`config.mk`:
```
export PLATFORM = sky130hd
export DESIGN_NAME = spindle_rack_top
export DESIGN_NICKNAME = d
export VERILOG_FILES = /design/src/spindle_rack_pkg.sv /design/src/param_bank.sv /design/src/sim_tick_gen.sv /design/src/afferent_channel.sv /design/src/spike_rate_counter.sv /design/src/spindle_rack_top.sv
export SDC_FILE = /design/constraint.sdc
export NUM_CORES = 2
export LEC_CHECK = 0
export ABC_AREA = 1
export BUFFER_PORTS_ARGS = -buffer_cell sky130_fd_sc_hd__buf_4
export CORE_AREA = 2 2 311 313
export CTS_CLUSTER_DIAMETER = 80
export CTS_CLUSTER_SIZE = 24
export DETAILED_ROUTE_END_ITERATION = 6
export DIE_AREA = 0 0 313 315
export GPL_ROUTABILITY_DRIVEN = 0
export MAX_ROUTING_LAYER = met4
export SKIP_CTS_REPAIR_TIMING = 1
export SYNTH_ARGS = -nofsm -noshare
export SYNTH_HDL_FRONTEND = slang
export SYNTH_SLANG_ARGS = --single-unit
export TNS_END_PERCENT = 100
```
`constraint.sdc`:
```
create_clock -name ep50trig -period 32.8 [get_ports ep50trig]
set_input_delay 3.28 -clock ep50trig [delete_from_list [all_inputs] [get_ports ep50trig]]
set_output_delay 3.28 -clock ep50trig [all_outputs]
set_load 0.01 [all_outputs]
```
`src/spindle_rack_pkg.sv`:
```
`default_nettype none

package spindle_rack_pkg;

    // widths that carry a meaning
    typedef logic [15:0] rate_t;        // afferent firing rate, integer pps
    typedef logic [15:0] gain_t;        // unsigned gain, 8 fractional bits
    typedef logic [31:0] current_t;     // neuron input current
    typedef logic [15:0] count_t;       // spikes per tick window
    typedef logic [31:0] time_t;        // time tag, ticks since reset
    typedef logic [31:0] param_word_t;  // host data word
    typedef logic [2:0]  param_addr_t;  // host register address

    // four-phase host write
    typedef enum logic {
        HOST_IDLE,  // waiting for req
        HOST_ACK    // ack held until req drops
    } host_state_t;

    // register map, 5..7 are acked and ignored
    localparam param_addr_t PARAM_ADDR_IA_OFFSET = 3'd0;
    localparam param_addr_t PARAM_ADDR_IA_GAIN   = 3'd1;
    localparam param_addr_t PARAM_ADDR_II_OFFSET = 3'd2;
    localparam param_addr_t PARAM_ADDR_II_GAIN   = 3'd3;
    localparam param_addr_t PARAM_ADDR_DIVIDER   = 3'd4;

    // values after reset
    localparam rate_t       RESET_IA_OFFSET = 16'd70;
    localparam gain_t       RESET_IA_GAIN   = 16'd307;   // 1.2 in 8.8
    localparam rate_t       RESET_II_OFFSET = 16'd50;
    localparam gain_t       RESET_II_GAIN   = 16'd512;   // 2.0 in 8.8
    localparam param_word_t RESET_DIVIDER   = 32'd381;   // half real-time speed

    // rate to current scaling
    localparam int GAIN_FRAC_BITS = 8;
    localparam int CURRENT_SHIFT  = 6;   // scaled rate to current units
    localparam int NOISE_BITS     = 11;  // low current bits carrying noise

    // galois lfsr, shifts right, x^32 + x^22 + x^2 + x + 1
    localparam logic [31:0] LFSR_TAPS = 32'h8020_0003;
    localparam logic [31:0] SEED_IA   = 32'hACE1_2468;
    localparam logic [31:0] SEED_II   = 32'h1357_BDF1;

endpackage

`default_nettype wire

```
`src/param_bank.sv`:
```
`default_nettype none
`timescale 1ns/1ps

module param_bank (
    input  wire                             ep50trig,
    input  wire                             reset_global,
    input  wire logic                       i_host_req,
    input  wire spindle_rack_pkg::param_addr_t i_host_addr,
    input  wire spindle_rack_pkg::param_word_t i_host_data,
    output logic                            o_host_ack,
    output spindle_rack_pkg::rate_t         o_ia_offset,
    output spindle_rack_pkg::gain_t         o_ia_gain,
    output spindle_rack_pkg::rate_t         o_ii_offset,
    output spindle_rack_pkg::gain_t         o_ii_gain,
    output spindle_rack_pkg::param_word_t   o_divider
);

    spindle_rack_pkg::host_state_t host_state;
    logic                          wr_en;   // one-cycle write strobe

    // req sampled while idle, the write lands on that same edge
    assign wr_en = (host_state == spindle_rack_pkg::HOST_IDLE) && i_host_req;

    // ack straight from the state flop, high the cycle after the write
    assign o_host_ack = (host_state == spindle_rack_pkg::HOST_ACK);

    // four-phase handshake
    always_ff @(posedge ep50trig or posedge reset_global)
    begin
        if (reset_global)
        begin
            host_state <= spindle_rack_pkg::HOST_IDLE;
        end
        else
        begin
            case (host_state)
                spindle_rack_pkg::HOST_IDLE:
                begin
                    if (i_host_req)
                        host_state <= spindle_rack_pkg::HOST_ACK;
                end
                spindle_rack_pkg::HOST_ACK:
                begin
                    if (!i_host_req)  // host let go, drop ack next cycle
                        host_state <= spindle_rack_pkg::HOST_IDLE;
                end
                default: host_state <= spindle_rack_pkg::HOST_IDLE;
            endcase
        end
    end

    // address decode into the five registers
    always_ff @(posedge ep50trig or posedge reset_global)
    begin
        if (reset_global)
        begin
            o_ia_offset <= spindle_rack_pkg::RESET_IA_OFFSET;
            o_ia_gain   <= spindle_rack_pkg::RESET_IA_GAIN;
            o_ii_offset <= spindle_rack_pkg::RESET_II_OFFSET;
            o_ii_gain   <= spindle_rack_pkg::RESET_II_GAIN;
            o_divider   <= spindle_rack_pkg::RESET_DIVIDER;
        end
        else if (wr_en)
        begin
            case (i_host_addr)
                spindle_rack_pkg::PARAM_ADDR_IA_OFFSET:
                    o_ia_offset <= i_host_data[15:0];  // low half only
                spindle_rack_pkg::PARAM_ADDR_IA_GAIN:
                    o_ia_gain   <= i_host_data[15:0];
                spindle_rack_pkg::PARAM_ADDR_II_OFFSET:
                    o_ii_offset <= i_host_data[15:0];
                spindle_rack_pkg::PARAM_ADDR_II_GAIN:
                    o_ii_gain   <= i_host_data[15:0];
                spindle_rack_pkg::PARAM_ADDR_DIVIDER:
                    o_divider   <= i_host_data;        // full word
                default: ;                             // 5..7, ack only
            endcase
        end
    end

endmodule

`default_nettype wire

```
`src/sim_tick_gen.sv`:
```
`default_nettype none
`timescale 1ns/1ps

module sim_tick_gen (
    input  wire                             ep50trig,
    input  wire                             reset_global,
    input  wire spindle_rack_pkg::param_word_t i_divider,
    output logic                            o_sim_tick,
    output spindle_rack_pkg::time_t         o_time_tag
);

    spindle_rack_pkg::param_word_t tick_cnt;  // cycles into the current tick period

    // one cycle at the terminal count, period is divider+1
    assign o_sim_tick = (tick_cnt == i_divider);

    // divider counter
    always_ff @(posedge ep50trig or posedge reset_global)
    begin
        if (reset_global)
        begin
            tick_cnt <= '0;
        end
        else if (o_sim_tick)
        begin
            tick_cnt <= '0;           // wrap on terminal count
        end
        else
        begin
            tick_cnt <= tick_cnt + 1'b1;  // a smaller divider waits for full wrap
        end
    end

    // time tag for latency measurement
    always_ff @(posedge ep50trig or posedge reset_global)
    begin
        if (reset_global)
            o_time_tag <= '0;
        else if (o_sim_tick)
            o_time_tag <= o_time_tag + 1'b1;  // visible the cycle after the tick
    end

endmodule

`default_nettype wire

```
`src/afferent_channel.sv`:
```
`default_nettype none
`timescale 1ns/1ps

module afferent_channel #(
    parameter logic [31:0] P_SEED = spindle_rack_pkg::SEED_IA  // any nonzero value
) (
    input  wire                         ep50trig,
    input  wire                         reset_global,
    input  wire logic                   i_sim_tick,
    input  wire spindle_rack_pkg::rate_t i_rate,
    input  wire spindle_rack_pkg::rate_t i_offset,
    input  wire spindle_rack_pkg::gain_t i_gain,
    output spindle_rack_pkg::current_t  o_current
);

    spindle_rack_pkg::rate_t    rate_net;    // rate with offset removed
    logic [31:0]                gain_prod;   // 16x16 product, 8 fraction bits
    spindle_rack_pkg::current_t scaled;      // integer rate in current units
    spindle_rack_pkg::current_t mixed;       // scaled value with noise in low bits
    logic [31:0]                lfsr;
    logic [31:0]                lfsr_next;

    // offset removal, floor at zero
    assign rate_net = (i_rate > i_offset) ? (i_rate - i_offset) : '0;

    // gain, full width so nothing overflows
    assign gain_prod = rate_net * i_gain;

    // drop fraction, then shift up into current units
    assign scaled = (gain_prod >> spindle_rack_pkg::GAIN_FRAC_BITS)
                    << spindle_rack_pkg::CURRENT_SHIFT;

    // noise from the lfsr value before it advances
    assign mixed = {scaled[31:spindle_rack_pkg::NOISE_BITS],
                    lfsr[spindle_rack_pkg::NOISE_BITS-1:0]};

    // right-shifting galois step
    assign lfsr_next = (lfsr >> 1) ^ (lfsr[0] ? spindle_rack_pkg::LFSR_TAPS : 32'd0);

    // noise source, one step per tick
    always_ff @(posedge ep50trig or posedge reset_global)
    begin
        if (reset_global)
            lfsr <= P_SEED;
        else if (i_sim_tick)
            lfsr <= lfsr_next;
    end

    // current register, held between ticks
    always_ff @(posedge ep50trig or posedge reset_global)
    begin
        if (reset_global)
        begin
            o_current <= '0;
        end
        else if (i_sim_tick)
        begin
            o_current <= mixed;  // valid from the cycle after the tick
        end
    end

endmodule

`default_nettype wire

```
`src/spike_rate_counter.sv`:
```
`default_nettype none
`timescale 1ns/1ps

module spike_rate_counter (
    input  wire                      ep50trig,
    input  wire                      reset_global,
    input  wire logic                i_sim_tick,
    input  wire logic                i_spike,      // async, from the neuron array
    output spindle_rack_pkg::count_t o_spike_count
);

    logic                     spike_meta;   // first sync stage
    logic                     spike_sync;   // second sync stage
    logic                     spike_prev;   // delayed for edge detect
    logic                     spike_edge;
    spindle_rack_pkg::count_t run_cnt;      // count in the open window

    assign spike_edge = spike_sync & ~spike_prev;  // rising edge only

    // two-flop synchronizer plus edge delay
    always_ff @(posedge ep50trig or posedge reset_global)
    begin
        if (reset_global)
        begin
            spike_meta <= 1'b0;
            spike_sync <= 1'b0;
            spike_prev <= 1'b0;
        end
        else
        begin
            spike_meta <= i_spike;
            spike_sync <= spike_meta;
            spike_prev <= spike_sync;
        end
    end

    // window count, latched and restarted on each tick
    always_ff @(posedge ep50trig or posedge reset_global)
    begin
        if (reset_global)
        begin
            run_cnt       <= '0;
            o_spike_count <= '0;
        end
        else if (i_sim_tick)
        begin
            o_spike_count <= run_cnt;
            run_cnt       <= spike_edge ? 16'd1 : 16'd0;  // edge on the tick opens new window
        end
        else if (spike_edge && (run_cnt != '1))  // saturate at max
        begin
            run_cnt <= run_cnt + 1'b1;
        end
    end

endmodule

`default_nettype wire

```
`src/spindle_rack_top.sv`:
```
`default_nettype none
`timescale 1ns/1ps

module spindle_rack_top (
    input  wire                             ep50trig,
    input  wire                             reset_global,
    input  wire logic                       i_host_req,
    input  wire spindle_rack_pkg::param_addr_t i_host_addr,
    input  wire spindle_rack_pkg::param_word_t i_host_data,
    input  wire spindle_rack_pkg::rate_t    i_ia_rate,     // Ia afferent rate, pps
    input  wire spindle_rack_pkg::rate_t    i_ii_rate,     // II afferent rate, pps
    input  wire logic                       i_ia_spike,    // raw spikes, Ia neuron
    input  wire logic                       i_ii_spike,    // raw spikes, II neuron
    output logic                            o_host_ack,
    output logic                            o_sim_tick,
    output spindle_rack_pkg::time_t         o_time_tag,
    output spindle_rack_pkg::current_t      o_ia_current,
    output spindle_rack_pkg::current_t      o_ii_current,
    output spindle_rack_pkg::count_t        o_ia_spike_count,
    output spindle_rack_pkg::count_t        o_ii_spike_count
);

    spindle_rack_pkg::rate_t       ia_offset;
    spindle_rack_pkg::gain_t       ia_gain;
    spindle_rack_pkg::rate_t       ii_offset;
    spindle_rack_pkg::gain_t       ii_gain;
    spindle_rack_pkg::param_word_t divider;   // tick period minus one

    // host register bank
    param_bank u_param_bank (
        .ep50trig     (ep50trig),
        .reset_global (reset_global),
        .i_host_req   (i_host_req),
        .i_host_addr  (i_host_addr),
        .i_host_data  (i_host_data),
        .o_host_ack   (o_host_ack),
        .o_ia_offset  (ia_offset),
        .o_ia_gain    (ia_gain),
        .o_ii_offset  (ii_offset),
        .o_ii_gain    (ii_gain),
        .o_divider    (divider)
    );

    // simulation tick and time tag
    sim_tick_gen u_sim_tick_gen (
        .ep50trig     (ep50trig),
        .reset_global (reset_global),
        .i_divider    (divider),
        .o_sim_tick   (o_sim_tick),
        .o_time_tag   (o_time_tag)
    );

    afferent_channel #(.P_SEED(spindle_rack_pkg::SEED_IA)) u_ia_channel (
        .ep50trig     (ep50trig),
        .reset_global (reset_global),
        .i_sim_tick   (o_sim_tick),
        .i_rate       (i_ia_rate),
        .i_offset     (ia_offset),
        .i_gain       (ia_gain),
        .o_current    (o_ia_current)
    );

    afferent_channel #(.P_SEED(spindle_rack_pkg::SEED_II)) u_ii_channel (
        .ep50trig     (ep50trig),
        .reset_global (reset_global),
        .i_sim_tick   (o_sim_tick),
        .i_rate       (i_ii_rate),
        .i_offset     (ii_offset),
        .i_gain       (ii_gain),
        .o_current    (o_ii_current)
    );

    // spike rates back from the neuron array
    spike_rate_counter u_ia_counter (
        .ep50trig      (ep50trig),
        .reset_global  (reset_global),
        .i_sim_tick    (o_sim_tick),
        .i_spike       (i_ia_spike),
        .o_spike_count (o_ia_spike_count)
    );

    spike_rate_counter u_ii_counter (
        .ep50trig      (ep50trig),
        .reset_global  (reset_global),
        .i_sim_tick    (o_sim_tick),
        .i_spike       (i_ii_spike),
        .o_spike_count (o_ii_spike_count)
    );

endmodule

`default_nettype wire

```
# Yosys cells after proc, flatten, opt, wreduce, memory -nomap -nowiden
# Index checks and enable logic that the tools add are counted.
[op_classes]
n_addsub = 6
mul = 2
n_lt_le_gt_ge = 2
n_eq_ne = 7
muxes = 12
bitwise = 7
reduce_logical = 11
[op_table]
columns = ["operator", "n"]
rows = [
  ["$mux W16", 6],
  ["$mux W32", 3],
  ["$add A32 B1 Y32 const B", 2],
  ["$mul A16 B16 Y32", 2],
  ["$xor A31 B32 Y32", 2],
  ["$add A16 B1 Y16 const B", 2],
  ["$eq A32 B32 Y1", 1],
  ["$gt A16 B16 Y1", 2],
  ["$ne A16 B16 Y1 const B", 2],
  ["$sub A16 B16 Y16", 2],
  ["$reduce_and A2 Y1", 5],
  ["$eq A3 B2 Y1 const B", 2],
  ["$reduce_bool A2 Y1", 2],
  ["$eq A3 B1 Y1 const B", 1],
  ["$eq A3 B3 Y1 const B", 1],
  ["$logic_and A1 B1 Y1", 3],
  ["$logic_not A3 Y1", 1],
  ["$mux W1", 3],
  ["$not A1 Y1", 3],
  ["$and A1 B1 Y1", 2],
]
[word_totals]
reg_bits = 355
in_bits = 72
out_inout_bits = 130

# Logic depth before layout (Yosys ltp)
[depth]
ltp_word = 5
depth_mapped = 40

# Hierarchy
# From an unflattened synthesis, not the netlist that was laid out.
[hier_totals]
hier_cells = 4510
hier_area_um2 = 34789.6
[by_module_without_submodules]
columns = ["mod", "instances", "cells_per_inst", "area_each_um2"]
rows = [
  ["afferent_channel (u_ii_channel)", 1, 1479, 11473.5],
  ["afferent_channel (u_ia_channel)", 1, 1464, 11427.2],
  ["sim_tick_gen", 1, 677, 4396.7],
  ["param_bank", 1, 434, 3951.3],
  ["spike_rate_counter", 2, 228, 1770.4],
]

# Least setup slack after synthesis
# OpenSTA, ideal clock, no wires.
[synth_timing]
kind = "input -> register"
from = "input i_ia_rate[0]"
to = "register u_ia_channel.o_current[26]"
setup_ns = 0.130
arrival_time_ns = 9.670
required_ns = 32.670
setup_slack_ns = 23.000
path_stages = 37
path_buffers = 0
cell_sequence = "inv_1 > ha_1 > inv_1 > fa_1 > nand2_1 > nand3_1 > nand3_1 > nand2_1 > nand2_1 > nand2_1 > a21oi_1 > inv_1 > a31oi_1 > or2_2 > nand3_1 > inv_1 > nand2_1 > fa_1 > fa_1 > inv_1 > fa_1 > fa_1 > fa_1 > inv_1 > fa_1 > inv_1 > ha_1 > a21oi_1 > inv_1 > a31oi_1 > o21ai_0 > a21oi_1 > o21ai_1 > nand2_1 > nand2_1 > nand2_1 > a31oi_1"
[synth_via]
elab_chain_cells = 3
[synth_rtl]
columns = ["item", "line", "text"]
rows = [
  ["start: declaration", "spindle_rack_top.sv:10", "input wire spindle_rack_pkg::rate_t i_ia_rate,"],
  ["$sub A16 B16 Y16 or $gt A16 B16 Y1 (tied branches)", "afferent_channel.sv:24", "assign rate_net = (i_rate > i_offset) ? (i_rate - i_offset) : '0;"],
  ["$mux W16 (*)", "afferent_channel.sv:24", ""],
  ["$mul A16 B16 Y32 (*)", "afferent_channel.sv:27", "assign gain_prod = rate_net * i_gain;"],
  ["end signal: assignment", "afferent_channel.sv:58", "o_current <= mixed;"],
  ["end: declaration", "afferent_channel.sv:13", "output spindle_rack_pkg::current_t o_current"],
]
# Mark *: on every way between the ends. The rest lies on a longest branch, timed or not.
# A chain may end at the register's enable or synchronous reset.

# Worst setup path in the final report
[layout_timing]
from = "input i_ii_rate[0]"
to = "register u_ii_channel.o_current[29]"
[layout_via]
elab_chain_cells = 3
[layout_rtl]
columns = ["item", "line", "text"]
rows = [
  ["start: declaration", "spindle_rack_top.sv:11", "input wire spindle_rack_pkg::rate_t i_ii_rate,"],
  ["$sub A16 B16 Y16 or $gt A16 B16 Y1 (tied branches)", "afferent_channel.sv:24", ""],
  ["$mux W16 (*)", "afferent_channel.sv:24", ""],
  ["$mul A16 B16 Y32 (*)", "afferent_channel.sv:27", ""],
  ["end signal: assignment", "afferent_channel.sv:58", ""],
  ["end: declaration", "afferent_channel.sv:13", ""],
]
# Marked as above.

==> impl_metrics.csv <==
group,metric,value,unit
status,status,"finished, final reports clean",
worst_setup_path,worst-setup-path-type,"in -> reg",
cells_and_area,final_cell_mix,"1038 x nand2_1, 744 x inv_1, 403 x nor2_1",
synthesis,ys_seq_elements,346,
global_routing,grt_overflow,0,
worst_setup_path,reg2reg_depth,31,
cts,clk-insertion-delay-late,580,ps
timing,slew-limit-headroom,23.8,%
power,pwr_density_cell,111,nW/um^2
global_routing,antenna_found_initial,8,
worst_setup_path,crit_top_cell,"nand2_1",
cts,cts_max_path_buffers,3,
die,design.core.area,95700,um^2
timing,drv_slew,0,
worst_hold_path,worst_hold_path.num_cells,0,
timing,setup_violations,0,
power,p_leak,18.4,nW
timing,worstMarginPinSlew,1140,ps
place,dp_slack,21250,ps
worst_setup_path,r2r-end,"u_ii_channel.o_current[29]",
synthesis,ys_seq_area_share,26.4,%
timing,hold_ws,354,ps
global_routing,grt_pass1_wl,153,mm
timing,period_share,33.8,%
worst_setup_path,worstPathMaxFanout,14,
cts,clk_pin_slew,90,ps
synthesis,synth_cell_types,56,
cells_and_area,stdcell_area,36700,um^2
cells_and_area,final_cells,5514,
cells_and_area,drive_gt1_share,9.02,%
cells_and_area,final_core_util,38.4,%
cts,cts.sinks,346,
timing,layout_setup_ws,21700,ps
worst_hold_path,hold_class,"reg -> reg",
synthesis,synthCells,4094,
drt,vias_per_cell,4.86,
drt,dr.first_iter.drc_count,2065,
worst_setup_path,path_buf_inv,8,
cts,cts.root.buffer_cell,"clkbuf_16",
drt,drt_pass1_iterations,6,
place,dp.cells,5460,
drt,routed_wl,94.0,mm
synthesis,ys_warn_count,0,
place,place_area,35800,um^2
synthesis,avgSynthCellArea,8.08,um^2
die,num_io_pins,202,
global_routing,grt.met2_usage,31.4,%
die,rows,114,
timing,fmaxAchievable,0.0901,GHz
worst_setup_path,rrSetupSlack,24180,ps
power,power.total,4.06,mW
worst_setup_path,crit_path_start_kind,"input pin",
synthesis,netlist_area,33100,um^2
worst_hold_path,holdPathEnd,"u_ia_counter.spike_sync",
timing,skew,28.3,ps
place,hpwlAfterDp,74.9,mm
global_routing,grt_pass1_vias,27440,
die,die_area,98600,um^2
synthesis,ys.flop_type,"dfrtp_1",
synthesis,async_flop_share,100,%
global_routing,met1_usage,26.9,%
global_routing,top_usage_layer,"met2",
power,vdd_drop_max,0.000128,V
place,portBuffers,197,
worst_setup_path,end_kind,"register",
die,initial_core_util,34.6,%
cells_and_area,area_growth,11.0,%
cells_and_area,final_net_count,4911,
cells_and_area,final_common_cell,"nand2_1",
worst_setup_path,cp.arrival,11550,ps
timing,period_needed,11100,ps
global_routing,grt_use_total,20.1,%
synthesis,synth-edff-count,0,
job,maxCapViolCount,0,
cts,cts_tree,"done",
drt,ant_nets,0,
die,die_h,315,um
worst_setup_path,cpMaxStageDelayCell,"clkinv_1",
worst_setup_path,slowest_delay,630,ps
drt,wire_per_inst,17.0,um
cts,h-tree-depth,1,
timing,hold_viol,0,
worst_setup_path,r2r_start,"u_param_bank.o_ii_offset[1]",
cts,cts_inserted_buffers,27,
worst_setup_path,critical_path_required,33250,ps
global_routing,met3_usage,3.50,%
global_routing,grt_max_degree,162,
worst_hold_path,min_from,"u_ia_counter.spike_meta",
timing,rsz0062_at_grt,"false",
timing,fin_tns_setup,0,ps
drt,vias,26813,
die,dieWidth,313,um
worst_setup_path,crit_family,"adder cells",
drt,drc,0,
## cells by family after synthesis
group | after synthesis | synth area share, %
buffers and inverters | 886 | 10.3
xor gates and xnor gates | 85 | 2.25
muxes | 14 | 0.477
AOI/OAI and AO/OA | 404 | 6.60
other | 1 | 0.0113
and+or+nand+nor | 1732 | 21.5
adders and majority gates | 626 | 32.5
DFF | 346 | 26.4
## per-layer routing
layer | vias up | share of wire (%)
li1 | 12765 | -
met1 | 13081 | 45
met2 | 810 | 46
met3 | 157 | 6.9
met4 | 0 | 2.9
met5 | - | 0
## how the worst max path moves through the flow
stage,startpoint,end,slack [ps],depth (start not counted)
floorplan,reset_global,u_ia_channel.lfsr[0],20010,1
global placement,i_ii_rate[0],u_ii_channel.o_current[29],21250,34
detailed placement,i_ii_rate[0],u_ii_channel.o_current[25],21250,34
CTS,i_ii_rate[0],u_ii_channel.o_current[29],21850,34
global route,i_ii_rate[0],u_ii_channel.o_current[29],21190,34
finish,i_ii_rate[0],u_ii_channel.o_current[29],21700,34
## where the power goes
part / internal, mW / switching (mW)
logic: 1.15 / 2.04
clock network: 0.175 / 0.178
registers: 0.463 / 0.0574
## Yosys cell counts (all sizes together), types with 3 or more instances
master / n / area, um^2
clkinv: 11 / 41.3
o21a: 3 / 22.5
o211ai: 4 / 30.0
ha: 238 / 2980
nor2: 416 / 1630
a31oi: 18 / 113
a21o: 4 / 30.0
nor3b: 3 / 22.5
nor4: 11 / 75.1
a211oi: 9 / 67.6
buf: 40 / 224
mux2: 14 / 158
xor2: 40 / 350
or2: 19 / 119
xnor2: 45 / 394
o221a: 3 / 33.8
a21boi: 3 / 22.5
nand4: 28 / 175
clkbuf: 86 / 323
inv: 749 / 2810
and3: 3 / 18.8
dfrtp: 295 / 7380
fa: 388 / 7770
o22ai: 3 / 18.8
dfstp: 51 / 1340
a21oi: 137 / 686
nand2: 1044 / 3940
o21ai: 204 / 1020
nand3b: 12 / 90.1
nand3: 119 / 648
a221oi: 5 / 43.8
nor3: 75 / 400
## layout make-up
type | count | area [um^2]
Fill cell | 9909 | 59000
Multi-Input combinational cell | 2865 | 21000
Sequential cell | 346 | 8720
Inverter | 760 | 2860
Timing Repair Buffer | 213 | 1610
Tap cell | 1276 | 1600
Clock buffer | 34 | 733
Clock inverter | 15 | 204
Antenna cell | 5 | 12.5
## sequential cells by signal (all words and copies together) (netlist names), 25 cells and up
name	cells
u_ii_channel.o_current	27
u_ia_channel.o_current	25
u_ii_channel.lfsr	31
u_ia_channel.lfsr	32
u_param_bank.o_divider	32
u_sim_tick_gen.o_time_tag	32
u_sim_tick_gen.tick_cnt	32
Power figures use the tool's default switching activity.
